[config.mk]
export PLATFORM = sky130hd
export DESIGN_NAME = addr_translate
export DESIGN_NICKNAME = d
export VERILOG_FILES = /design/src/hw/mapper_pkg.sv /design/src/hw/addr_translate.sv
export SDC_FILE = /design/constraint.sdc
export NUM_CORES = 1
export LEC_CHECK = 0
export ABC_CLOCK_PERIOD_IN_PS = 1800
export BUFFER_PORTS_ARGS = -buffer_cell sky130_fd_sc_hd__buf_2
export CAP_MARGIN = 20
export CORE_UTILIZATION = 27
export DETAILED_ROUTE_END_ITERATION = 7
export PLACE_DENSITY = 0.86
export SLEW_MARGIN = 25
export SYNTH_ARGS = -nofsm -noshare
export SYNTH_HDL_FRONTEND = slang
export SYNTH_SLANG_ARGS = --single-unit
[constraint.sdc]
create_clock -name vclk -period 1.8
set_input_delay 0.36 -clock vclk [all_inputs]
set_output_delay 0.36 -clock vclk [all_outputs]
set_load 0.03 [all_outputs]
[src/hw/mapper_pkg.sv]
package mapper_pkg;

	// cpu register writes, decoded from a15..a13 and a0.
	typedef enum logic [3:0] {
		OP_NONE        = 4'd0,
		OP_BANK_SEL    = 4'd1, // $8000.
		OP_BANK_DATA   = 4'd2, // $8001.
		OP_MIRROR      = 4'd3, // $a000.
		OP_RAM_CTRL    = 4'd4, // $a001.
		OP_IRQ_LATCH   = 4'd5, // $c000.
		OP_IRQ_RELOAD  = 4'd6, // $c001.
		OP_IRQ_DISABLE = 4'd7, // $e000.
		OP_IRQ_ENABLE  = 4'd8  // $e001.
	} reg_op_e;

	// bank number widths.
	localparam int PRG_BANK_W = 6; // 64 x 8k of prg.
	localparam int CHR_BANK_W = 8; // 256 x 1k of chr.

	// save-state map.
	// addresses 0..7 are the bank registers themselves.
	localparam logic [7:0] SS_BANK_SEL  = 8'd8;
	localparam logic [7:0] SS_MIRROR    = 8'd9;
	localparam logic [7:0] SS_RAM_CTRL  = 8'd10;

	// irq block owns 16..23.
	localparam logic [7:0] SS_IRQ_LATCH = 8'd16;
	localparam logic [7:0] SS_IRQ_ON    = 8'd17; // only bit 0 is kept.
	localparam logic [7:0] SS_IRQ_CTR   = 8'd18;

endpackage

[src/hw/addr_translate.sv]
`timescale 1ns/10ps

module addr_translate (
	input  logic [15:0]     cpu_addr,
	input  logic [13:0]     ppu_addr,
	input  logic            wr_valid,
	input  logic [7:0][7:0] bank_data,
	input  logic            prg_mode,
	input  logic            chr_mode,
	input  logic            mirror_h,
	input  logic            ram_en,
	input  logic            ram_wp,
	input  logic            cfg_chr_ram,
	output logic [18:0]     prg_addr,
	output logic [17:0]     chr_addr,
	output logic            ciram_a10,
	output logic            ciram_ce,
	output logic            ram_ce,
	output logic            ram_we
);
	import mapper_pkg::*;

	localparam logic [PRG_BANK_W-1:0] PRG_LAST   = '1; // bank 3f.
	localparam logic [PRG_BANK_W-1:0] PRG_SECOND = {{(PRG_BANK_W - 1){1'b1}}, 1'b0};
	localparam int CHR_RAM_W = 5; // 32k of chr ram.

	logic [PRG_BANK_W-1:0] prg_bank;
	logic [PRG_BANK_W-1:0] prg_r6;
	logic [CHR_BANK_W-1:0] chr_sel;
	logic [CHR_BANK_W-1:0] chr_bank;
	logic                  in_2k;

	assign prg_r6 = bank_data[6][PRG_BANK_W-1:0];

	// four 8k slots, r6 swaps between $8000 and $c000.
	always_comb
	begin
		case (cpu_addr[14:13])
			2'd0:    prg_bank = prg_mode ? PRG_SECOND : prg_r6;
			2'd1:    prg_bank = bank_data[7][PRG_BANK_W-1:0];
			2'd2:    prg_bank = prg_mode ? prg_r6 : PRG_SECOND;
			default: prg_bank = PRG_LAST;
		endcase
	end

	assign prg_addr = {prg_bank, cpu_addr[12:0]};

	// the 2k pair sits in the half chosen by chr_mode.
	assign in_2k = ppu_addr[12] == chr_mode;

	always_comb
	begin
		if (in_2k)
			chr_sel = {bank_data[{2'b00, ppu_addr[11]}][CHR_BANK_W-1:1], ppu_addr[10]};
		else
			chr_sel = bank_data[3'd2 + {1'b0, ppu_addr[11:10]}][CHR_BANK_W-1:0]; // r2..r5.
	end

	assign chr_bank = cfg_chr_ram ? {{(CHR_BANK_W - CHR_RAM_W){1'b0}}, chr_sel[CHR_RAM_W-1:0]}
	                              : chr_sel;
	assign chr_addr = {chr_bank, ppu_addr[9:0]};

	// nametables live in console ciram.
	assign ciram_a10 = mirror_h ? ppu_addr[11] : ppu_addr[10];
	assign ciram_ce  = !ppu_addr[13];

	// work ram at $6000..$7fff.
	assign ram_ce = ram_en && (cpu_addr[15:13] == 3'b011);
	assign ram_we = ram_ce && wr_valid && !ram_wp; // write protect blocks stores only.

endmodule

* Word-level counts from Yosys, hierarchy flattened
Index checks and enable logic that the tools add are counted.
** Word-level totals
- Output and inout bits :: 41
- Register bits after elaboration :: 0
** Cells by class
- Equal/unequal tests :: 4
- $add $sub $neg :: 1
- Order comparisons :: 2
- Reduce and logical (&&, ||, !) cells :: 6
- Muxes and demuxes :: 10
** Operators with widths (count)
- $mux W8 :: 5
- $bmux W8 S3 :: 1
- $pmux W6 S3 :: 1
- $mux W6 :: 2
- $lt A1 B4 Y1 const B :: 1
- $lt A3 B4 Y1 const B :: 1
- $add A2 B2 Y3 const A :: 1
- $eq A3 B2 Y1 const B :: 1
- $logic_and A1 B1 Y1 :: 3
- $eq A2 B1 Y1 const B :: 1
- $eq A2 B2 Y1 const B :: 1
- $logic_not A1 Y1 :: 2
- $logic_not A2 Y1 :: 1
- $eq A1 B1 Y1 :: 1
- $mux W1 :: 1

* Logic depth before layout (Yosys ltp)
- Word-level depth :: 5
- Gate-level depth with buffers :: 5
- Depth with buffers taken out :: 3

* Least setup slack after synthesis
Ideal clock, no wire load.
- Path type :: input to output
- Start point :: input port ppu_addr[11]
- End point :: output port chr_addr[11]
- Arrival time :: 1650 ps
- Path slack :: -210 ps
- Data required time :: 1440 ps
- Cell stages on the path :: 4
- Cell sequence :: clkbuf_1 buf_2 mux2i_1 o21ai_0
** On the way
- Cells in the longest elaborated chain, start to end :: 5
** Ends and longest elaborated chain
- start, declared :: line addr_translate.sv:5 : input logic [13:0] ppu_addr,
- $add A2 B2 Y3 :: line addr_translate.sv:56 : chr_sel = bank_data[3'd2 + {1'b0, ppu_addr[11:10]}][CHR_BANK_W-1:0];
- $bmux W8 S3 :: line addr_translate.sv:56
- $mux W8 (not written as such) :: line addr_translate.sv:56
- $mux W8 (*) :: line addr_translate.sv:53 : if (in_2k)
- $mux W8 (*) :: line addr_translate.sv:59 : assign chr_bank = cfg_chr_ram ? {{(CHR_BANK_W - CHR_RAM_W){1'b0}}, chr_sel[CHR_RAM_W-1:0]}
- end, declared :: line addr_translate.sv:15 : output logic [17:0] chr_addr,
Mark *: on every way between the ends. The rest lies on a longest branch, timed or not. The select of a mux whose other input is x is not followed.

* Final worst setup path
- Start point :: input port ppu_addr[10]
- End point :: output port chr_addr[15]
** On the way
- Cells in the longest elaborated chain, start to end :: 5
** Ends and longest elaborated chain (line)
- $add A2 B2 Y3 :: addr_translate.sv:56
- $bmux W8 S3 :: addr_translate.sv:56
- $mux W8 (not written as such) :: addr_translate.sv:56
- $mux W8 :: addr_translate.sv:53
- $mux W8 :: addr_translate.sv:59
No other way between the ends. The select of a mux whose other input is x is not followed.

==> metrics.md <==
| Metric | Value |
|---|---|
| IO buf count | `90` |
| Max Freq | `0.531 GHz` |
| Post-synthesis sequential area ratio | `0` |
| Vias | `924` |
| Worst EP arrival | `1.52 ns` |
| Antenna Nets Post-Route | `0` |
| Post-synthesis cell type count | `24` |
| Critical path type | `in2out` |
| Die height | `55.0 microns` |
| Power density over the cells | `320 nW/um^2` |
| RSZ-0062 raised after global routing | `yes` |
| Crit path launch type | `input pin` |
| Fin. max-slew vios | `0` |
| Minimum clock period | `1.88 ns` |
| Worst VDD drop | `0.000208 V` |
| Largest net degree at the start of global routing | `16` |
| HP Class | `in2out` |
| Yosys warns | `0` |
| Detailed Routing Iterations Pass 1 | `4` |
| Fin area | `1160 sq um` |
| Crit-path slowest cell | `mux4_2` |
| Data required time of the critical path | `1.44 ns` |
| Rows | `18` |
| Top-area cell type share of the netlist area | `0.227` |
| Setup-failing EPs final | `3` |
| DIE WIDTH | `55.0 microns` |
| Top Ports | `142` |
| Total Wirelength | `2520 microns` |
| Syn_nets | `192` |
| Clk_buf instances | `0` |
| Synthesized cell area | `759 sq um` |
| Avg Cell Area, Syn | `8.35 sq um` |
| Syn Inst Count | `91` |
| Cell with the most instances after synthesis | `buf_4` |
| Worst slew pin tran | `0.237 ns` |
| Fraction of layout cells with a size suffix above 1 | `0.729` |
| Worst setup startpoint | `ppu_addr[10]` |
| Failing checks | `negative setup slack` |
| Max Cap Viol | `0` |
| CP Buf/Inv Count | `2` |
| Pleak | `0.638 nW` |
| Grt total ovfl | `0` |
| DP HPWL | `2200 microns` |
| Total global routing track utilization | `0.148` |
| Synth area leaders | `buf_4 23%, mux4_2 18%, mux2_2 8.9%` |
| Placed cell area | `1110 sq um` |
| Synth area leader | `buf_4` |
| WL/cell | `13.6 microns` |
| Drt via density | `4.99` |
| Status | `complete, but fails checks` |
| Initial Util | `0.296` |
| Post-CTS Setup Repair Bufs | `0` |
| Final Util | `0.452` |
| CORE AREA | `2570 sq um` |
| Initial antenna violation count | `0` |
| FF+latch area | `0 sq um` |
| Area Growth Syn to Fin | `52.9%` |
| Final hold violation count | `0` |
| Min setup slack post-route | `-0.0816 ns` |
| Nets | `258` |
| Antenna Cells | `0` |
| Worst-path fanout max | `7` |
| CP Capture Type | `output port` |
| Seq cells | `0` |
| First-pass GRT wire length | `3260 microns` |
| Hold_buf cts | `0` |
| Violation count after the first detailed-route iteration | `15` |
| Pre-CTS setup slack | `-0.228 ns` |
| Die area | `3030 sq um` |
| GP Congestion | `0.710` |
| Post-synth top cells | `23 x buf_4, 6 x a21oi_1, 6 x inv_1, 6 x mux2_2, 6 x mux4_2` |
| Top cell family by delay on the critical path | `multiplexers` |
| DRC viols | `0` |
| Setup TNS | `-0.208 ns` |
| Rel. slew slack | `0.840` |
| Max incr delay on CP | `0.47 ns` |
| Final Cycle Share | `1.05` |
| Hold_ws | `0.720 ns` |
| Hold Path Origin | `ppu_addr[9]` |
| Crit path cell chain | `buf_12 > mux2_4 > mux4_2 > nor2b_4 > buf_6` |
| Vias in the first global route | `781` |
worst paths after layout:
| kind | endpoint | slack [ns] | cells past startpoint |
|---|---|---|---|
| setup / recovery | chr_addr[15] | -0.08 | 5 |
| hold / removal | chr_addr[9] | 0.72 | 0 |
repair_timing:
action	4_1_cts	5_1_grt
endpoints found under the setup margin	7	7
pin swaps	0	0
gates resized for setup	14	3
report_power, final:
part           internal (mW)  switching (mW)
clock                      0               0
sequential                 0               0
combinational          0.194           0.178
total                  0.194           0.178
logic make-up (layout without fill, tap and decap cells):
group | after synthesis | after routing | synth area share
buffers and inverters | 36 | 100 | 0.303
muxes | 20 | 20 | 0.407
AOI/OAI and AO/OA | 18 | 18 | 0.155
and+or+nand+nor | 16 | 16 | 0.124
xor gates and xnor gates | 1 | 1 | 0.0115
metal layers:
| metal | routed length [microns] | track usage |
|---|---|---|
| met5 | 0 | 0 |
| met4 | 0 | 0 |
| met3 | 411 | 0.0383 |
| met2 | 1310 | 0.333 |
| met1 | 801 | 0.132 |
cell type report:
type                       instances  area (sq um)
multi-input combinational         55           566
fill                             262          1410
inverter                           6          22.5
tap                               30          37.5
timing repair buffer              94           536
metrics by stage:
stage | instances | power [mW]
floorplan | 91 | 0.307
global placement | 185 | 0.347
detailed placement | 185 | 0.351
CTS | 185 | 0.371
global route | 185 | 0.404
finish | 185 | 0.372
cells in the final DEF, fill, tap and decap left out:
cell type,count
a21o_1,1
a21oi_1,6
a221o_1,1
a31oi_2,1
and3b_1,1
and4b_1,1
buf_12,2
buf_2,84
buf_4,3
buf_6,4
clkbuf_4,1
inv_1,6
mux2_2,3
mux2_4,5
mux2i_1,5
mux4_2,7
nand2_1,4
nand3b_1,1
nor2b_4,3
nor3_1,5
nor4b_1,1
o21ai_1,4
o22a_1,5
xor2_1,1
Note: power is estimated with default switching activity, not from simulation.
