--- src/hw/mapper_pkg.sv ---
package mapper_pkg;

	// cpu register writes, decoded from a15..a13 and a0.
	typedef enum logic [3:0] {
		OP_NONE        = 4'd0,
		OP_BANK_SEL    = 4'd1, // $8000.
		OP_BANK_DATA   = 4'd2, // $8001.
		OP_MIRROR      = 4'd3, // $a000.
		OP_RAM_CTRL    = 4'd4, // $a001.
		OP_IRQ_LATCH   = 4'd5, // $c000.
		OP_IRQ_RELOAD  = 4'd6, // $c001.
		OP_IRQ_DISABLE = 4'd7, // $e000.
		OP_IRQ_ENABLE  = 4'd8  // $e001.
	} reg_op_e;

	// bank number widths.
	localparam int PRG_BANK_W = 6; // 64 x 8k of prg.
	localparam int CHR_BANK_W = 8; // 256 x 1k of chr.

	// save-state map.
	// addresses 0..7 are the bank registers themselves.
	localparam logic [7:0] SS_BANK_SEL  = 8'd8;
	localparam logic [7:0] SS_MIRROR    = 8'd9;
	localparam logic [7:0] SS_RAM_CTRL  = 8'd10;

	// irq block owns 16..23.
	localparam logic [7:0] SS_IRQ_LATCH = 8'd16;
	localparam logic [7:0] SS_IRQ_ON    = 8'd17; // only bit 0 is kept.
	localparam logic [7:0] SS_IRQ_CTR   = 8'd18;

endpackage

--- src/hw/scanline_irq.sv ---
`timescale 1ns/10ps

module scanline_irq #(
	parameter int EDGE_DIV = 8
) (
	input  logic                a12d,
	input  logic                ctr_reload,
	input  mapper_pkg::reg_op_e irq_op,
	input  logic [7:0]          irq_wdata,
	input  logic                a12_rise,
	input  logic                a12_fall,
	input  logic                ss_we,
	input  logic [7:0]          ss_addr,
	input  logic [7:0]          ss_wdata,
	output logic                irq,
	output logic [7:0]          irq_ss_rdata
);
	import mapper_pkg::*;

	localparam int DIV_W = (EDGE_DIV > 1) ? $clog2(EDGE_DIV) : 1;

	logic [7:0]       irq_latch;
	logic [7:0]       irq_ctr;
	logic [7:0]       ctr_next;
	logic [DIV_W-1:0] edge_ctr;
	logic             irq_on;
	logic             irq_pend;
	logic             reload_pending;
	logic             irq_reload;
	logic             ctr_tick;
	logic             irq_trigger;

	assign irq_reload = irq_op == OP_IRQ_RELOAD; // $c001 strobe.
	assign ctr_tick   = a12_rise && (edge_ctr == '0);

	// reload from the latch on zero, else count down.
	assign ctr_next    = (irq_ctr == 8'd0) ? irq_latch : irq_ctr - 8'd1;
	assign irq_trigger = (ctr_next == 8'd0) && (irq_ctr != 8'd0 || reload_pending);

	always_ff @(posedge a12d or posedge ctr_reload)
	begin
		if (ctr_reload)
		begin
			irq_ctr        <= 8'd0;
			edge_ctr       <= '0;
			reload_pending <= 1'b0;
		end
		else if (irq_reload)
		begin
			irq_ctr        <= 8'd0;
			edge_ctr       <= '0;
			reload_pending <= 1'b1;
		end
		else
		begin
			if (a12_rise)
				edge_ctr <= (edge_ctr == DIV_W'(EDGE_DIV - 1)) ? '0 : edge_ctr + 1'b1;
			if (ctr_tick)
			begin
				irq_ctr        <= ctr_next;
				reload_pending <= 1'b0;
			end
			if (ss_we && ss_addr == SS_IRQ_CTR)
				irq_ctr <= ss_wdata;
		end
	end

	always_ff @(posedge a12d or posedge ctr_reload)
	begin
		if (ctr_reload)
		begin
			irq_latch <= 8'd0;
			irq_on    <= 1'b0;
			irq_pend  <= 1'b0;
			irq       <= 1'b0;
		end
		else
		begin
			if (ctr_tick && irq_trigger && irq_on)
				irq_pend <= 1'b1;
			// pending shows on the pin at the next a12 fall.
			if (a12_fall && irq_on)
				irq <= irq_pend;
			case (irq_op)
				OP_IRQ_LATCH: irq_latch <= irq_wdata;
				OP_IRQ_DISABLE:
				begin
					irq_on   <= 1'b0;
					irq_pend <= 1'b0; // acknowledge.
					irq      <= 1'b0;
				end
				OP_IRQ_ENABLE: irq_on <= 1'b1;
				default:       ;
			endcase
			if (ss_we && ss_addr == SS_IRQ_LATCH)
				irq_latch <= ss_wdata;
			if (ss_we && ss_addr == SS_IRQ_ON)
			begin
				irq_on <= ss_wdata[0];
				if (!ss_wdata[0])
				begin
					irq_pend <= 1'b0;
					irq      <= 1'b0;
				end
			end
		end
	end

	always_comb
	begin
		case (ss_addr)
			SS_IRQ_LATCH: irq_ss_rdata = irq_latch;
			SS_IRQ_ON:    irq_ss_rdata = {7'd0, irq_on};
			SS_IRQ_CTR:   irq_ss_rdata = irq_ctr;
			default:      irq_ss_rdata = 8'hff;
		endcase
	end

	a_div_range: assert property (@(posedge a12d) disable iff (ctr_reload)
		int'(edge_ctr) < EDGE_DIV)
		else $error("edge divider out of range");

	// disabling must drop the line in the same cycle as the enable.
	a_irq_off: assert property (@(posedge a12d) disable iff (ctr_reload)
		!irq_on |-> !irq)
		else $error("irq high while disabled");

endmodule

--- config.mk ---
export PLATFORM = sky130hd
export DESIGN_NAME = scanline_irq
export DESIGN_NICKNAME = d
export VERILOG_FILES = /design/src/hw/mapper_pkg.sv /design/src/hw/scanline_irq.sv
export SDC_FILE = /design/constraint.sdc
export NUM_CORES = 1
export LEC_CHECK = 0
export BUFFER_PORTS_ARGS = -buffer_cell sky130_fd_sc_hd__buf_2
export CAP_MARGIN = 20
export CORE_MARGIN = 4
export CORE_UTILIZATION = 53
export DETAILED_ROUTE_END_ITERATION = 12
export PLACE_DENSITY = 0.79
export SLEW_MARGIN = 20
export SYNTH_ARGS = -nofsm -noshare
export SYNTH_HDL_FRONTEND = slang
export SYNTH_SLANG_ARGS = --single-unit
--- constraint.sdc ---
create_clock -name a12d -period 2.75 [get_ports a12d]
set_clock_uncertainty 0.15 [all_clocks]
set_input_delay 0.4125 -clock a12d [delete_from_list [all_inputs] [get_ports a12d]]
set_output_delay 0.4125 -clock a12d [all_outputs]
set_load 0.01 [all_outputs]
# Word-level counts from Yosys, hierarchy flattened
# Cells that the tools add are included.
[totals]
ff_bits = 23
input_bits = 33
out_inout_bits = 9
wordCells = 57
[op_classes]
add_sub_neg = 2
eq_ne = 8
muxes = 22
reduce_logical = 18
[ops]
columns = ["operator", "n"]
rows = [
  ["two-way mux 8 bit", 6],
  ["equality test 8 x 5 -> 1 bit (second input constant)", 3],
  ["one-hot mux 8 bit (3 select lines)", 1],
  ["logical NOT 8 bit", 2],
  ["equality test 4 x 3 -> 1 bit (second input constant)", 3],
  ["two-way mux 1 bit", 11],
  ["two-way mux 3 bit", 3],
  ["logical AND 1 bit", 8],
  ["nonzero test 8 bit", 1],
  ["subtractor 8 x 1 -> 8 bit (second input constant)", 1],
  ["nonzero test 2 bit", 3],
  ["nonzero test 3 bit", 2],
  ["equality test 4 bit (second input constant)", 1],
  ["adder 3 x 1 -> 3 bit (second input constant)", 1],
  ["equality test 3 bit (second input constant)", 1],
  ["logical NOT 3 bit", 1],
  ["one-hot mux 1 bit (2 select lines)", 1],
  ["logical OR 1 bit", 1],
]

# Depth between registers and ports, before layout
[depth]
word_depth = 10
mapped_depth = 10
mapped_depth_nobuf = 7

# Least setup slack after synthesis
# Ideal clock, no wire load.
[synth_timing]
kind = "reg-to-reg"
from = "register irq_ctr[0]"
to = "register irq_ctr[3]"
setup_time_ps = 136
t_arrival_ps = 2217
t_required_ps = 2464
setup_slack_ps = 247
path_stages_with_launch = 11
path_buffers = 3
period_less_slack_ps = 2503
cell_sequence = "dfrtp_1 -> clkbuf_1 -> inv_1 -> ha_1 -> or4b_4 -> buf_6 -> or2_1 -> buf_6 -> mux2_4 -> a221oi_2 -> nor3_1"
[synth_via]
elab_chain_cells = 5
elab_cells_between_ends = 6
cone_classes = "1 x add/sub; 4 x mux; 1 x reduce/logical"
[synth_rtl]
columns = ["item", "line", "text"]
rows = [
  ["start: declaration", "scanline_irq.sv:23", "logic [7:0] irq_ctr;"],
  ["start signal: assignment", "scanline_irq.sv:60", "irq_ctr <= ctr_next;"],
  ["start signal: assignment", "scanline_irq.sv:64", "irq_ctr <= ss_wdata;"],
  ["subtractor 8 x 1 -> 8 bit / logical NOT 8 bit (equally long branches)", "scanline_irq.sv:37", "assign ctr_next = (irq_ctr == 8'd0) ? irq_latch : irq_ctr - 8'd1;"],
  ["two-way mux 8 bit (*)", "scanline_irq.sv:37", ""],
  ["two-way mux 8 bit (*)", "scanline_irq.sv:58", "if (ctr_tick)"],
  ["two-way mux 8 bit (*)", "scanline_irq.sv:63", "if (ss_we && ss_addr == SS_IRQ_CTR)"],
  ["two-way mux 8 bit (*)", "scanline_irq.sv:48", "else if (irq_reload)"],
]
# Mark *: on every way between the ends. The rest lies on a longest branch, timed or not. The select of a mux whose other input is x is not followed.
# A chain may end at the register's enable or synchronous reset.

# Worst setup path after layout
# Same ends and word-level chain as after synthesis.

==> impl_results.html <==
<table>
<tr><th>Metric</th><th>Value</th></tr>
<tr><th colspan="2">Yosys</th></tr>
<tr><td>Most instantiated library cell after synthesis</td><td>nand2_1</td></tr>
<tr><td>Commonest cells post-synth</td><td>nand2_1, dfrtp_1, nor2_1</td></tr>
<tr><td>Biggest area consumer among synthesized cells</td><td>dfrtp_1</td></tr>
<tr><td>Async set-reset flop share out of synthesis</td><td>100%</td></tr>
<tr><td>Net count after synthesis</td><td>252</td></tr>
<tr><td>Share of the synthesized area in the top cell type</td><td>33.0%</td></tr>
<tr><td>Cells after synthesis</td><td>214</td></tr>
<tr><td>Unique cell type count in the Yosys netlist</td><td>47</td></tr>
<tr><td>Post-synthesis instance area</td><td>1740 um^2</td></tr>
<tr><td>Average size of a mapped cell</td><td>8.15 um^2</td></tr>
<tr><td>Total number of yosys warnings</td><td>0</td></tr>
<tr><td>Predominant post-synthesis flop cell</td><td>dfrtp_1</td></tr>
<tr><td>Sequential element share of the synthesized area</td><td>33.0%</td></tr>
<tr><td>Top area cells in the synthesized netlist</td><td>dfrtp_1, mux2i_1, nand2_1</td></tr>
<tr><td>Count of flip-flops with a built-in enable after synthesis</td><td>0</td></tr>
<tr><td>Flip-flop and latch count after synthesis</td><td>23</td></tr>
<tr><th colspan="2">Global routing</th></tr>
<tr><td>First-pass GRT wire length</td><td>7930 um</td></tr>
<tr><td>Sum of overflow across all layers after global routing</td><td>0</td></tr>
<tr><td>Maximum number of pins on one net before global-route repair</td><td>24</td></tr>
<tr><td>Overall Global Routing Usage</td><td>23.2%</td></tr>
<tr><td>Antenna violations before repair</td><td>0</td></tr>
<tr><td>Number of global-route vias before repair</td><td>1,699</td></tr>
<tr><th colspan="2">Timing</th></tr>
<tr><td>Count of final setup violators</td><td>0</td></tr>
<tr><td>Max Clock Freq</td><td>389 MHz</td></tr>
<tr><td>Min Clock Period, post-route</td><td>2570 ps</td></tr>
<tr><td>Max-slew violations</td><td>0</td></tr>
<tr><td>Setup total negative slack</td><td>0 ps</td></tr>
<tr><td>Unrepaired setup endpoints after global routing</td><td>false</td></tr>
<tr><td>Tightest slew margin relative to the limit</td><td>41.1%</td></tr>
<tr><td>Final critical-path setup slack</td><td>182 ps</td></tr>
<tr><td>Total count of hold-check failures in the final report</td><td>0</td></tr>
<tr><td>Final worst path period share</td><td>93.4%</td></tr>
<tr><td>Transition at the pin with the smallest max-transition slack</td><td>882 ps</td></tr>
<tr><th colspan="2">Die</th></tr>
<tr><td>Die area</td><td>4270 um^2</td></tr>
<tr><td>Floorplan core area</td><td>3100 um^2</td></tr>
<tr><td>Die height</td><td>65.4 um</td></tr>
<tr><td>Initial core utilization</td><td>56.2%</td></tr>
<tr><td>IO Pins</td><td>42</td></tr>
<tr><td>Site row count</td><td>20</td></tr>
<tr><td>Die width</td><td>65.4 um</td></tr>
<tr><th colspan="2">Power and ir drop</th></tr>
<tr><td>Static leakage power</td><td>0.865 nW</td></tr>
<tr><td>Logic gate share of total power</td><td>54.0%</td></tr>
<tr><td>Switching Fraction</td><td>44.3%</td></tr>
<tr><td>Largest voltage drop on the vdd net</td><td>537 uV</td></tr>
<tr><td>Areal power density over the cells</td><td>812 nW/um^2</td></tr>
<tr><td>Internal power summed over all cells</td><td>0.000911 W</td></tr>
<tr><td>Clock share of power</td><td>10.0%</td></tr>
<tr><td>Switching power summed over all nets</td><td>0.000724 W</td></tr>
<tr><td>Share of power burned in registers</td><td>36.0%</td></tr>
<tr><th colspan="2">Worst setup path</th></tr>
<tr><td>Worst setup path category</td><td>reg -&gt; reg</td></tr>
<tr><td>Worst flop-to-flop path endpoint</td><td>irq_ctr[3]</td></tr>
<tr><td>Critical path destination</td><td>irq_ctr[3]</td></tr>
<tr><td>Worst Path Max Fanout</td><td>9</td></tr>
<tr><td>Setup slack on the worst flop-to-flop path</td><td>180 ps</td></tr>
<tr><td>Launching element of the worst setup path</td><td>irq_ctr[0]</td></tr>
<tr><td>Setup crit start kind</td><td>flop</td></tr>
<tr><td>Element type at the critical path end</td><td>flop</td></tr>
<tr><td>Reg2reg start</td><td>irq_ctr[0]</td></tr>
<tr><td>Req. time, crit path</td><td>2790 ps</td></tr>
<tr><td>Signal arrival time at the worst endpoint</td><td>2610 ps</td></tr>
<tr><td>Cells on worst reg2reg path</td><td>7</td></tr>
<tr><th colspan="2">Clock network</th></tr>
<tr><td>Maximum level of the CTS H-tree</td><td>1</td></tr>
<tr><td>Count of instances resized after the clock tree is built</td><td>0</td></tr>
<tr><td>Count of hold-fix buffers inserted at cts</td><td>0</td></tr>
<tr><td>Clock root buffer master</td><td>clkbuf_4</td></tr>
<tr><td>Clk sink count</td><td>23</td></tr>
<tr><td>TritonCTS Buffers</td><td>3</td></tr>
<tr><td>CTS tree</td><td>done</td></tr>
<tr><td>Setup Buffers After CTS</td><td>0</td></tr>
<tr><td>Longest Clk Path Bufs</td><td>2</td></tr>
<tr><td>Worst-Skew Late Latency</td><td>310 ps</td></tr>
<tr><td>Clock transition at the registers of the reported paths</td><td>140 ps</td></tr>
<tr><th colspan="2">Finish</th></tr>
<tr><td>Antenna diode count</td><td>0</td></tr>
<tr><td>Fraction of final layout cells with drive strength greater than 1</td><td>23.8%</td></tr>
<tr><td>Layout overhead on the synthesized area</td><td>15.4%</td></tr>
<tr><td>Final net count</td><td>291</td></tr>
<tr><td>FILL cells</td><td>286</td></tr>
<tr><td>Layout Cell Area excl Fill</td><td>2010 um^2</td></tr>
<tr><th colspan="2">Place</th></tr>
<tr><td>Sum of net half-perimeters after detailed placement</td><td>3560 um</td></tr>
<tr><td>Final estimated routing congestion in global placement</td><td>0.952</td></tr>
<tr><td>Post-detailed-placement cell area</td><td>1990 um^2</td></tr>
<tr><td>Count of buffers inserted at the top-level ports</td><td>41</td></tr>
<tr><td>Placement Setup Slack</td><td>234 ps</td></tr>
<tr><th colspan="2">Drt</th></tr>
<tr><td>Vias per inst</td><td>6.07</td></tr>
<tr><td>Post-route DRC violation count</td><td>0</td></tr>
<tr><td>Vias</td><td>1,796</td></tr>
<tr><td>Violation count after the first detailed-routing iteration</td><td>167</td></tr>
<tr><td>Final WL</td><td>4620 um</td></tr>
<tr><td>Count of antenna-violating nets left after detailed routing</td><td>0</td></tr>
<tr><td>Average routed wire per standard cell</td><td>15.6 um</td></tr>
<tr><td>Total iterations of the first detailed-routing run</td><td>5</td></tr>
<tr><th colspan="2">Min path</th></tr>
<tr><td>Hold Crit Class</td><td>in -&gt; async</td></tr>
<tr><th colspan="2">Run</th></tr>
<tr><td>Max-cap violations</td><td>0</td></tr>
<tr><th colspan="2">Status</th></tr>
<tr><td>Status</td><td>completed</td></tr>
</table>
[flip-flops by register name, summed over array words and instances (netlist names)]
signal / flops
edge_ctr: 3
irq: 1
irq_ctr: 8
irq_latch: 8
irq_on: 1
irq_pend: 1
reload_pending: 1
[metrics by stage]
stage	hold WS (ps)	total power, W	util (%)	std cells
final	105	0.00163	64.9	296
after global placement	302	0.00144	64.0	292
after detailed placement	331	0.00145	64.0	292
after floorplan	264	0.00125	-	214
after global routing	168	0.00177	64.9	296
after CTS	141	0.00161	64.9	296
[placed cells by master, fill, tap and decap left out, types with 2 or more instances in the layout]
| cell type | instances |
|---|---|
| mux2i_1 | 13 |
| and3_1 | 2 |
| or3_1 | 2 |
| nor2_1 | 20 |
| or2_1 | 2 |
| dfrtp_1 | 23 |
| or4_1 | 2 |
| nor4_1 | 5 |
| nor3_1 | 4 |
| nor2b_1 | 8 |
| nand2_1 | 26 |
| a2bb2oi_1 | 3 |
| a31oi_1 | 2 |
| o21ai_0 | 14 |
| o211ai_1 | 2 |
| inv_1 | 9 |
| clkbuf_4 | 3 |
| nand4_1 | 2 |
| o22ai_1 | 8 |
| nand3_1 | 8 |
| a211oi_1 | 4 |
| a21oi_1 | 11 |
| buf_4 | 8 |
| buf_2 | 41 |
| o31ai_1 | 2 |
| ha_1 | 5 |
[routing by layer]
layer  wire length [um]  track usage (%)  vias up
li1                   -                -      853
met1               2010             31.7      833
met2               2170             38.2       96
met3                352             3.25       14
met4                 91             6.74        0
met5                  0                0        -
[power by group through the flow]
stage	clock network (W)	registers (W)	logic, W
global placement	0	0.000586	0.000849
detailed placement	0	0.000590	0.000859
finish	0.000164	0.000589	0.000882
global route	0.000180	0.000605	0.000981
floorplan	0	0.000527	0.000723
CTS	0.000166	0.000583	0.000864
[worst max-delay path, stage by stage (launching register included)]
cell and delay (ps):
dfrtp_1 500, inv_1 120, ha_1 170, or4b_4 520, or2_1 360, mux2_4 340, a221oi_2 220, nor3_1 80
[cells by family after synthesis]
group / after synthesis / share of synthesized area [%]
simple gates: 92 / 27.5
compound gates: 55 / 20.7
fa+ha+maj: 5 / 3.59
flops: 23 / 33.0
xor+xnor: 1 / 0.502
mux: 14 / 8.32
buf+inv: 24 / 6.46
[how the worst min path moves through the flow]
| stage | start | to | cells after the start | slack [ps] |
|---|---|---|---|---|
| after floorplan | ctr_reload | edge_ctr[0] | 1 | 260 |
| after global placement | reload_pending | reload_pending | 2 | 300 |
| after detailed placement | reload_pending | reload_pending | 2 | 330 |
| after CTS | ctr_reload | irq_latch[2] | 2 | 140 |
| after global routing | ctr_reload | irq_latch[2] | 2 | 170 |
| final | ctr_reload | irq_latch[2] | 2 | 100 |
[area by class of cell]
| cell class | count | area (um^2) | area share [%] |
|---|---|---|---|
| Clock inverter | 1 | 5.00 | 0.249 |
| Sequential cell | 23 | 576 | 28.6 |
| Timing Repair Buffer | 49 | 265 | 13.2 |
| Tap cell | 44 | 55.1 | 2.73 |
| Multi-Input combinational cell | 167 | 1060 | 52.5 |
| Inverter | 9 | 33.8 | 1.68 |
| Clock buffer | 3 | 22.5 | 1.12 |
No activity file was read; power rests on OpenSTA's default activity.
