===== src/hw/a12_filter.sv =====
`timescale 1ns/10ps

module a12_filter #(
	parameter int FILTER_LEN = 3
) (
	input  logic a12d,
	input  logic ctr_reload,
	input  logic ppu_a12,
	output logic a12_rise,
	output logic a12_fall
);
	localparam int CNT_W = $clog2(FILTER_LEN + 1);

	logic             a12_meta;
	logic             a12_sync;
	logic             a12_level; // debounced copy of a12.
	logic [CNT_W-1:0] run_cnt;
	logic             flip;

	// level changes after FILTER_LEN samples that disagree with it.
	assign flip = (a12_sync != a12_level) && (run_cnt == CNT_W'(FILTER_LEN - 1));

	always_ff @(posedge a12d or posedge ctr_reload)
	begin
		if (ctr_reload)
		begin
			a12_meta  <= 1'b0;
			a12_sync  <= 1'b0;
			a12_level <= 1'b0;
			run_cnt   <= '0;
			a12_rise  <= 1'b0;
			a12_fall  <= 1'b0;
		end
		else
		begin
			a12_meta <= ppu_a12;
			a12_sync <= a12_meta;
			if (a12_sync == a12_level || flip)
				run_cnt <= '0; // short glitch restarts the run.
			else
				run_cnt <= run_cnt + 1'b1;
			if (flip)
				a12_level <= a12_sync;
			a12_rise <= flip && a12_sync;
			a12_fall <= flip && !a12_sync;
		end
	end

endmodule


===== config.mk =====
export PLATFORM = sky130hd
export DESIGN_NAME = a12_filter
export DESIGN_NICKNAME = d
export VERILOG_FILES = /design/src/hw/a12_filter.sv
export SDC_FILE = /design/constraint.sdc
export NUM_CORES = 1
export LEC_CHECK = 0
export BUFFER_PORTS_ARGS = -buffer_cell sky130_fd_sc_hd__buf_2
export CORE_AREA = 10 10 47 49
export CTS_BUF_LIST = sky130_fd_sc_hd__clkbuf_4 sky130_fd_sc_hd__clkbuf_8 sky130_fd_sc_hd__clkbuf_16
export DETAILED_ROUTE_END_ITERATION = 10
export DIE_AREA = 0 0 57 59
export SYNTH_ARGS = -nofsm -noshare
export SYNTH_HDL_FRONTEND = slang
export SYNTH_SLANG_ARGS = --single-unit

===== constraint.sdc =====
create_clock -name a12d -period 2.4 [get_ports a12d]
set_input_delay 0.24 -clock a12d [delete_from_list [all_inputs] [get_ports a12d]]
set_output_delay 0.24 -clock a12d [all_outputs]
set_load 0.05 [all_outputs]

Word-level counts from Yosys, hierarchy flattened

Index checks and enable logic that the tools add are counted.

$add $sub $neg: 1
Equality and inequality tests: 3
Mux-type cells: 1
Reductions and logical operators: 5

Operators with widths:

| kind                  | count |
|---|---|
| $logic_and A1 B1 Y1   | 3 |
| $add A2 B1 Y2 const B | 1 |
| $eq A2 B2 Y1 const B  | 1 |
| $mux W2               | 1 |
| $eq A1 B1 Y1          | 1 |
| $logic_not A1 Y1      | 1 |
| $logic_or A1 B1 Y1    | 1 |
| $ne A1 B1 Y1          | 1 |

Bits in registers: 7
Input port bits: 3
Output and inout bits: 2
Logic and storage cells: 16

Longest topological paths before layout

Gate-level depths: netlist of run 1.

Depth in word-level cells: 4
Gate-level depth with buffers: 4
Depth with buffers taken out: 4

Worst setup path before layout of run 1

No wires, ideal clock.

Path kind: reg-to-reg
From: register run_cnt[0]
To: register run_cnt[1]
Library setup time: 0.086 ns
Data arrival time: 0.771 ns
Data required time: 2.314 ns
Setup slack: 1.543 ns
Stages on the path, launching flop included: 4
Path buffers: 0
Period minus slack after synthesis: 0.857 ns
Cells stage by stage: dfrtp_1 -> inv_1 -> ha_1 -> nor3_1

Cells in the longest elaborated chain, start to end: 4
Elaborated cells between the ends (all ways): 5
Those cells by class: add/sub: 1; eq/ne: 1; mux: 1; reduce/logical: 2

RTL lines:

| what                   | RTL line | text |
|---|---|---|
| from (decl)            | 17       | `logic [CNT_W-1:0] run_cnt;` |
| from (signal assigned) | 41       | `run_cnt <= run_cnt + 1'b1;` |
| $eq A2 B2 Y1           | 21       | `assign flip = (a12_sync != a12_level) && (run_cnt == CNT_W'(FILTER_LEN - 1));` |
| $logic_and A1 B1 Y1    | 21       |  |
| $logic_or A1 B1 Y1     | 38       | `if (a12_sync == a12_level \|\| flip)` |
| $mux W2 (*)            | 38       |  |

Mark *: on every way between the ends. The rest lies on a longest branch, timed or not.
A chain may end at the register's enable or synchronous reset.

Worst setup path in the final report of run 1

From: register a12_rise
To: output a12_rise

RTL lines:

| what                   | RTL line | text |
|---|---|---|
| from (decl)            | 9        | `output logic a12_rise,` |
| from (signal assigned) | 44       | `a12_rise <= flip && a12_sync;` |

No word-level cell between the ends.

==> reports/metrics.yaml, run 1 <==
outcome: "finished clean"
relSlewSlack_pct: 82.5
placedCellCount: 38
start_kind: "flip-flop"
yosysUniqueCellTypes: 9
die_w_um: 57
cts_buffers: 3
clk-insertion-delay-late_ns: 0.25
dpl_cell_area_sq_um: 278
worstPathMaxFanout: 1
critPathLaunch: "a12_rise$_DFF_PP0_"
htreeDepth: 1
synth_edf_count: 0
synthXorXnorAreaFrac_pct: 3.68
p_switching_w: 0.0000980
gp_congestion: 0.753
pin_count: 5
initial_core_util_pct: 17.0
p_per_area_nw_per_um2: 1080
async_reset_ff_share_pct: 100
hp-class: "in -> reg"
syn_area_per_cell_sq_um: 13.2
synthAdderAreaFrac_pct: 5.26
final_cells: 43
cp-end-kind: "primary output"
crit-reg2reg-launch: "run_cnt[0]$_DFF_PP0_"
grt_pass1_vias: 161
min_path_cells: 1
ys_ff_latch: 7
postRouteAntennaNets: 0
yosysTopAreaCell: "dfrtp_1"
fmax_mhz: 933
drive_above_1_share_pct: 29.6
synth_flop_cell: "dfrtp_1"
hold_violations: 0
port_buffers: 4
p_seq_share_pct: 45.7
synth_compound_area_share_pct: 2.11
drc_errors: 0
grt_util_all_layers_pct: 2.91
ir_worst_vdd_mv: 0.492
first_iter_violations: 5
slew_violations: 0
cp.required_ns: 2.16
die_h_um: 59
ys_top_cells_by_area: "dfrtp_1, ha_1, inv_1"
reg2reg_depth: 3
worst-r2r-setup-slack_ns: 1.48
muxShareOfSynthArea_pct: 0
grt_max_degree: 8
rsz0062_at_grt: "no"
rr_endpoint: "a12_fall$_DFF_PP0_"
tightest_slew_ns: 0.262
die_area_sq_um: 3360
seq_area_frac_synth_pct: 73.7
yosys_warnings: 0
area_growth_pct: 33.7
wl_per_cell_um: 8.51
design_area_sq_um: 318
hold_end: "a12_meta$_DFF_PP0_"
post_cts_buffers: 0
synth-simple-area-share_pct: 10.5
hp-start: "ppu_a12"
min_period_ns: 1.07
clockBufferDepth: 2
comb_power_share_pct: 20.0
n_antenna_cell: 0
cp_top_family: "flip-flops"
synthMostInstantiatedCell: "dfrtp_1"
grt.overflow.total: 0
path_cells: "buf_2"
path_buf_inv: 1
placeableCoreArea_sq_um: 1400
syn_nets: 22
power_leakage_nw: 0.161
max_stage_delay_ns: 0.32
netlist_top_cells_count: "dfrtp_1, inv_1, nor3_1"
min_period_over_period_pct: 44.6
swShare_pct: 28.5
p_clk_share_pct: 34.3
viasPerCell: 3.37
cts-hold-fix-buffers: 1
wirelength_um: 366
setup_viol: 0
worstPathArrival_ns: 0.83
synth_top_family_by_area: "simple AND/OR/NAND/NOR gates"
crit_slowest_cell: "dfrtp_1"
synth_top_area_share_pct: 73.7
cts_tree: "yes"
synth_cells: 18
firstDrtPassIters: 4
cap_violations: 0
layout.nets: 32
cts.clk_slew.worst_paths_ns: 0.05
dr_total_vias: 145
clock_skew_ns: 0.00461
clockRootBuffer: "clkbuf_4"
cts_resized: 0
intPower_w: 0.000246
mappedNetlistArea_sq_um: 238
clock-sinks: 7
grt_antenna_before_repair: 0
grt_first_pass_wirelength_um: 662
rows: 14
setup_tns_ns: 0
crit_type: "reg -> out"
## per-layer routing
| metal | track usage [%] | share of wire (%) | vias to the layer above |
|---|---|---|---|
| met4 | 1.01 | 0 | 0 |
| met1 | 2.76 | 46 | 63 |
| li1 | - | - | 74 |
| met5 | 0 | 0 | - |
| met3 | 4.94 | 20 | 0 |
| met2 | 2.79 | 34 | 8 |
## cell families (layout without fill, tap and decap cells)
group	after synthesis	in the layout
compound gates	1	1
xor+xnor	1	1
fa+ha+maj	1	1
buf+inv	3	12
flops	7	7
simple gates	5	5
## per-stage QoR
stage	power [W]	util, %	hold WS, ns	setup WS (ns)
after floorplan	0.000212	-	0.0434	1.54
after global placement	0.000225	19.8	0.174	1.49
after detailed placement	0.000228	19.8	0.177	1.48
after CTS	0.000351	22.7	0.0845	1.32
after global routing	0.000376	22.7	0.0745	1.28
final	0.000344	22.7	0.0930	1.33
## final cells by class
type	instances	area [sq um]
clock buffers	4	30.0
fillers	160	1080
well taps	16	20.0
flip-flops and latches	7	175
inverters	3	11.3
repair buffers	5	30.0
multi-input cells	8	51.3
## state kept, by name, indices dropped and copies added (netlist names)
signal and flops:
a12_meta 1, a12_level 1, a12_fall 1, a12_rise 1, run_cnt 2, a12_sync 1
## cell usage in the layout (no fill, tap or decap)
master / instances
dlygate4sd3_1: 1
clkbuf_4: 4
inv_1: 3
nor3b_1: 1
xnor2_1: 1
nand2_1: 1
nor3_1: 2
buf_2: 4
dfrtp_1: 7
nor2_1: 1
ha_1: 1
o21ai_0: 1
## power by group through the flow
stage	Sequential, W	Combinational, W	Clock (W)
3_5_place_dp	0.000159	0.0000688	0
6_report	0.000157	0.0000688	0.000118
5_1_grt	0.000160	0.0000815	0.000134
4_1_cts	0.000157	0.0000704	0.000123
3_3_place_gp	0.000158	0.0000671	0
2_1_floorplan	0.000168	0.0000437	0
## how the worst max path moves through the flow
| stage | to | slack [ns] | depth (start not counted) |
|---|---|---|---|
| finish | a12_rise | 1.33 | 1 |
| global route | a12_fall | 1.28 | 1 |
| CTS | a12_rise | 1.32 | 1 |
| detailed placement | a12_fall$_DFF_PP0_ | 1.48 | 3 |
| global placement | run_cnt[1]$_DFF_PP0_ | 1.49 | 3 |
| floorplan | run_cnt[1]$_DFF_PP0_ | 1.54 | 3 |
Power figures use the tool's default switching activity.
==> inputs of run 2 (changes only) <==
Clock period 2.4 ns to 1.1 ns, I/O delays scaled along.
==> run 2 against run 1 <==
Net effect:
- cell count increased by 2.3%
- via count is 2.1% lower
- sequential share of layout area shrank 1.7 points
- largest cell class unchanged
==> reports/metrics.yaml, run 2 (synthesized netlist as in run 1, its figures left out) <==
post_cts_buffers: 0  # unchanged
largest_reg_flops: 2  # unchanged
clock-sinks: 7  # unchanged
most-common-layout-cells: "dfrtp_1, clkbuf_4, buf_2"  # unchanged
setup_viol: 0  # unchanged
wl_per_cell_um: 8.25  # was 8.51 um
reg2reg_depth: 4  # was 3
dr.max_layer_used: "met3"  # unchanged
cp_top_family: "flip-flops"  # unchanged
critPathLaunch: "a12_fall$_DFF_PP0_"  # was a12_rise$_DFF_PP0_
min_period_over_period_pct: 83.9
cp_num_cells: 1  # unchanged
p_clk_share_pct: 34.2  # was 34.3%
wl_met1_um: 168  # was 169 um
clockBufferDepth: 2  # unchanged
clockRootBuffer: "clkbuf_4"  # unchanged
met3_length_um: 54  # was 72 um
setup_tns_ns: 0  # unchanged
grt.overflow.total: 0  # unchanged
intPower_w: 0.000539  # was 0.000246 W
seq_area_sq_um: 175  # unchanged
rsz0062_at_grt: "no"  # unchanged
cp-end-kind: "primary output"  # unchanged
initial_core_util_pct: 17.0  # unchanged
design_area_sq_um: 328  # was 318 sq um
hp-class: "in -> async"  # was in -> reg
placedCellCount: 38  # unchanged
grt_pass1_vias: 156  # was 161
worst-r2r-setup-slack_ns: 0.18  # was 1.48 ns
cp.required_ns: 0.99  # was 2.16 ns
grt_util_all_layers_pct: 2.82  # was 2.91%
rows: 14  # unchanged
fillers: 153  # was 160
fmax_mhz: 1080
dr_total_vias: 142  # was 145
rr_endpoint: "a12_level$_DFFE_PP0P_"  # was a12_fall$_DFF_PP0_
outcome: "finished clean"  # unchanged
clk-insertion-delay-late_ns: 0.25  # about the same
cts_tree: "yes"  # unchanged
first_iter_violations: 3  # was 5
die_w_um: 57  # unchanged
clock_skew_ns: 0.00125  # was 0.00461 ns
die_h_um: 59  # unchanged
cts_buffers: 3  # unchanged
slew_violations: 0  # unchanged
comb_power_share_pct: 20.3  # was 20.0%
gp_congestion: 0.610  # was 0.753
start_kind: "flip-flop"  # unchanged
worstPathArrival_ns: 0.81  # was 0.83 ns
die_area_sq_um: 3360  # unchanged
wl_met2_um: 140  # was 124 um
top_register: "run_cnt"  # unchanged
placeableCoreArea_sq_um: 1400  # unchanged
crit-reg2reg-launch: "run_cnt[0]$_DFF_PP0_"  # unchanged
p_seq_share_pct: 45.5  # was 45.7%
grt_max_degree: 8  # unchanged
crit_type: "reg -> out"  # unchanged
cap_violations: 0  # unchanged
drc_errors: 0  # unchanged
crit_slowest_cell: "dfrtp_1"  # unchanged
postRouteAntennaNets: 0  # unchanged
worstPathMaxFanout: 1  # unchanged
utilization_pct: 23.4  # was 22.7%
swShare_pct: 28.3  # was 28.5%
wirelength_um: 363  # was 366 um
final_common_cell: "dfrtp_1"  # unchanged
power_leakage_nw: 0.166  # was 0.161 nW
viasPerCell: 3.23  # was 3.37
ir_worst_vdd_mv: 0.658  # was 0.492 mV
pin_count: 5  # unchanged
dpl_cell_area_sq_um: 278  # unchanged
path_buf_inv: 1  # unchanged
max_stage_delay_ns: 0.31  # was 0.32 ns
p_per_area_nw_per_um2: 2290  # was 1080 nW/um^2
drive_above_1_share_pct: 28.6  # was 29.6%
crit_end: "a12_fall"  # was a12_rise
path_cells: "buf_2"  # unchanged
htreeDepth: 1  # unchanged
relSlewSlack_pct: 82.7  # was 82.5%
final_cells: 44  # was 43
grt_first_pass_wirelength_um: 634  # was 662 um
multiInputGateArea_sq_um: 51.3  # unchanged
p_switching_w: 0.000213  # was 0.0000980 W
port_buffers: 4  # unchanged
layout.nets: 33  # was 32
tightest_slew_ns: 0.259  # was 0.262 ns
cts-hold-fix-buffers: 2  # was 1
grt_antenna_before_repair: 0  # unchanged
min_period_ns: 0.923
hold_violations: 0  # unchanged
area_growth_pct: 37.9  # was 33.7%
n_antenna_cell: 0  # unchanged
cts.clk_slew.worst_paths_ns: 0.05  # about the same
cts_resized: 0  # unchanged
place_hpwl_um: 268
firstDrtPassIters: 2  # was 4
run 2: stage by stage:
step | hold slack (ns) | setup WS, ns | power [W]
2_1_floorplan | -0.0866 | 0.243 | 0.000463
3_3_place_gp | 0.0495 | 0.190 | 0.000495
3_5_place_dp | 0.0516 | 0.180 | 0.000496
4_1_cts | 0.329 | 0.167 | 0.000762
5_1_grt | 0.346 | 0.120 | 0.000806
6_report | 0.325 | 0.177 | 0.000752
run 2: routing by layer:
metal | up-vias | track usage, %
met4 | 0 | 2.01
li1 | 75 | -
met2 | 9 | 2.79
met3 | 0 | 4.08
met5 | - | 0
met1 | 58 | 2.64
run 2: how the worst min path moves through the flow:
| stage | to | slack [ns] | cells after the start |
|---|---|---|---|
| 3_3_place_gp | a12_meta$_DFF_PP0_ | 0.05 | 2 |
| 2_1_floorplan | a12_fall$_DFF_PP0_ | -0.09 | 1 |
| 3_5_place_dp | a12_meta$_DFF_PP0_ | 0.05 | 2 |
| 4_1_cts | a12_meta$_DFF_PP0_ | 0.33 | 3 |
| 6_report | run_cnt[1]$_DFF_PP0_ | 0.33 | 3 |
| 5_1_grt | a12_level$_DFFE_PP0P_ | 0.35 | 3 |
run 2: final cells by class:
type / instances / area share (%)
well taps: 16 / 6.11
multi-input cells: 8 / 15.6
repair buffers: 6 / 12.2
inverters: 3 / 3.44
flip-flops and latches: 7 / 53.4
clock buffers: 4 / 9.16
run 2: power by group through the flow:
stage	clock (W)	sequential [W]	combinational [W]
2_1_floorplan	0	0.000367	0.0000954
3_3_place_gp	0	0.000346	0.000149
3_5_place_dp	0	0.000347	0.000149
4_1_cts	0.000264	0.000343	0.000155
5_1_grt	0.000278	0.000351	0.000177
6_report	0.000257	0.000342	0.000153
==> inputs of run 3 (changes only) <==
Clock period 1.1 ns to 0.9 ns, I/O delays scaled along.
==> run 3 against run 2 <==
Net effect:
- global-route usage up 0.26 points
- cell count is 4.5% higher
- critical path depth grew 2
- register-to-register slack worse by 0.15 ns
- worst setup slack worse by 0.15 ns
- hold slack got worse by 0.0082 ns
- utilization grew 4.9 points
- non-clock buffer count is 2 higher
- sequential cell count did not move
- sequential share of layout area is 9.0 points lower
==> reports/metrics.yaml, run 3 (synthesized netlist as in run 1, its figures left out) <==
worstPathMaxFanout: 2  # was 1
grt_util_all_layers_pct: 3.08  # was 2.82%
cts_tree: "yes"  # unchanged
grt_antenna_before_repair: 0  # unchanged
worst-r2r-setup-slack_ns: 0.03  # was 0.18 ns
clock-sinks: 7  # unchanged
reg2reg_depth: 3  # was 4
initial_core_util_pct: 17.0  # unchanged
ir_worst_vdd_mv: 1.28  # was 0.658 mV
cts_buffers: 3  # unchanged
grt_max_degree: 8  # unchanged
outcome: "finished clean"  # unchanged
grt_pass1_vias: 172  # was 156
power_leakage_nw: 0.188  # was 0.166 nW
slew_violations: 0  # unchanged
placedCellCount: 38  # unchanged
tightest_slew_ns: 0.263  # was 0.259 ns
viasPerCell: 3.63  # was 3.23
clock_skew_ns: 0.000402  # was 0.00125 ns
pin_count: 5  # unchanged
final_common_cell: "dfrtp_1"  # unchanged
fmax_mhz: 1150
cap_violations: 0  # unchanged
n_antenna_cell: 0  # unchanged
min_period_ns: 0.872
min_period_over_period_pct: 96.9
drive_above_1_share_pct: 60.0  # was 28.6%
htreeDepth: 1  # unchanged
design_area_sq_um: 397  # was 328 sq um
wl_per_cell_um: 9.89  # was 8.25 um
clockBufferDepth: 2  # unchanged
clockRootBuffer: "clkbuf_4"  # unchanged
place_hpwl_um: 274  # was 268 um
top_register: "run_cnt"  # unchanged
seq_area_sq_um: 176  # was 175 sq um
hold_violations: 0  # unchanged
die_w_um: 57  # unchanged
p_per_area_nw_per_um2: 2930  # was 2290 nW/um^2
cp.required_ns: 1.07  # was 0.99 ns
dr_total_vias: 167  # was 142
rr_endpoint: "run_cnt[1]$_DFF_PP0_"  # was a12_level$_DFFE_PP0P_
crit-reg2reg-launch: "run_cnt[0]$_DFF_PP0_"  # unchanged
gp_congestion: 0.735  # was 0.610
rows: 14  # unchanged
first_iter_violations: 0  # was 3
postRouteAntennaNets: 0  # unchanged
wirelength_um: 455  # was 363 um
fillers: 148  # was 153
area_growth_pct: 66.8  # was 37.9%
cts.clk_slew.worst_paths_ns: 0.05  # about the same
clk-insertion-delay-late_ns: 0.24  # was 0.25 ns
largest_reg_flops: 2  # unchanged
firstDrtPassIters: 1  # was 2
layout.nets: 35  # was 33
most-common-layout-cells: "dfrtp_1, clkbuf_4, buf_4"  # was dfrtp_1, clkbuf_4, buf_2
dpl_cell_area_sq_um: 278  # unchanged
crit_type: "reg -> reg"  # was reg -> out
port_buffers: 4  # unchanged
rsz0062_at_grt: "yes"  # was no
multiInputGateArea_sq_um: 98.8  # was 51.3 sq um
hp-class: "in -> async"  # unchanged
final_cells: 46  # was 44
start_kind: "flip-flop"  # unchanged
relSlewSlack_pct: 82.5  # was 82.7%
worstPathArrival_ns: 1.04  # was 0.81 ns
die_h_um: 59  # unchanged
grt.overflow.total: 0  # unchanged
drc_errors: 0  # unchanged
placeableCoreArea_sq_um: 1400  # unchanged
cp-end-kind: "flip-flop"  # was primary output
grt_first_pass_wirelength_um: 745  # was 634 um
setup_viol: 0  # unchanged
die_area_sq_um: 3360  # unchanged
run 3: worst max-delay path, cell delays in order (launching register included):
cell     delay, ns
dfrtp_1       0.38
inv_2         0.07
ha_4          0.19
nor3_4        0.15
run 3: final cells by class:
cell class / count / share of cell area (%)
Timing Repair Buffer: 8 / 15.1
Tap cell: 16 / 5.05
Multi-Input combinational cell: 8 / 24.9
Clock buffer: 4 / 7.57
Sequential cell: 7 / 44.5
Inverter: 3 / 2.84
run 3: stage by stage:
stage	setup slack [ns]	utilization, %	hold slack, ns	TNS [ns]	total power (W)
after detailed placement	-0.0307	19.8	0.0341	-0.0681	0.000610
after floorplan	0.0433	-	-0.107	0	0.000565
after global routing	-0.0292	28.3	0.351	-0.0613	0.00124
final	0.0279	28.3	0.317	0	0.00116
after global placement	-0.00609	19.8	0.0260	-0.00609	0.000599
after CTS	0.00538	25.9	0.316	0	0.00104
run 3: report_power, final:
part           switching [W]  internal (W)  leakage (nW)
sequential         0.0000594      0.000384        0.0885
clock               0.000108      0.000199        0.0184
combinational       0.000191      0.000221        0.0808
total               0.000359      0.000803         0.188
run 3: worst max-delay path by stage:
stage | start | depth (start not counted) | slack (ns) | end
after floorplan | run_cnt[0]$_DFF_PP0_ | 3 | 0.04 | run_cnt[1]$_DFF_PP0_
after detailed placement | run_cnt[0]$_DFF_PP0_ | 3 | -0.03 | a12_fall$_DFF_PP0_
final | run_cnt[0]$_DFF_PP0_ | 3 | 0.03 | run_cnt[1]$_DFF_PP0_
after CTS | run_cnt[0]$_DFF_PP0_ | 3 | 0.005 | run_cnt[1]$_DFF_PP0_
after global routing | run_cnt[0]$_DFF_PP0_ | 4 | -0.03 | a12_rise$_DFF_PP0_
after global placement | run_cnt[0]$_DFF_PP0_ | 3 | -0.006 | a12_fall$_DFF_PP0_
run 3: what timing repair did:
item | CTS | global route
buffers inserted | 1 | 1
cloned | 0 | 0
hold buffers | 2 | 0
gates resized for setup | 7 | 7
pin swaps | 1 | 3
setup endpoints to repair | 6 | 5
endpoints found under the hold margin | 8 | 0
run 3: layer usage:
metal | up-vias | share of wire (%) | track usage, %
met5 | - | 0 | 0
met4 | 0 | 0 | 0
met3 | 0 | 17 | 4.72
met2 | 7 | 48 | 3.88
met1 | 81 | 35 | 2.88
li1 | 79 | - | -
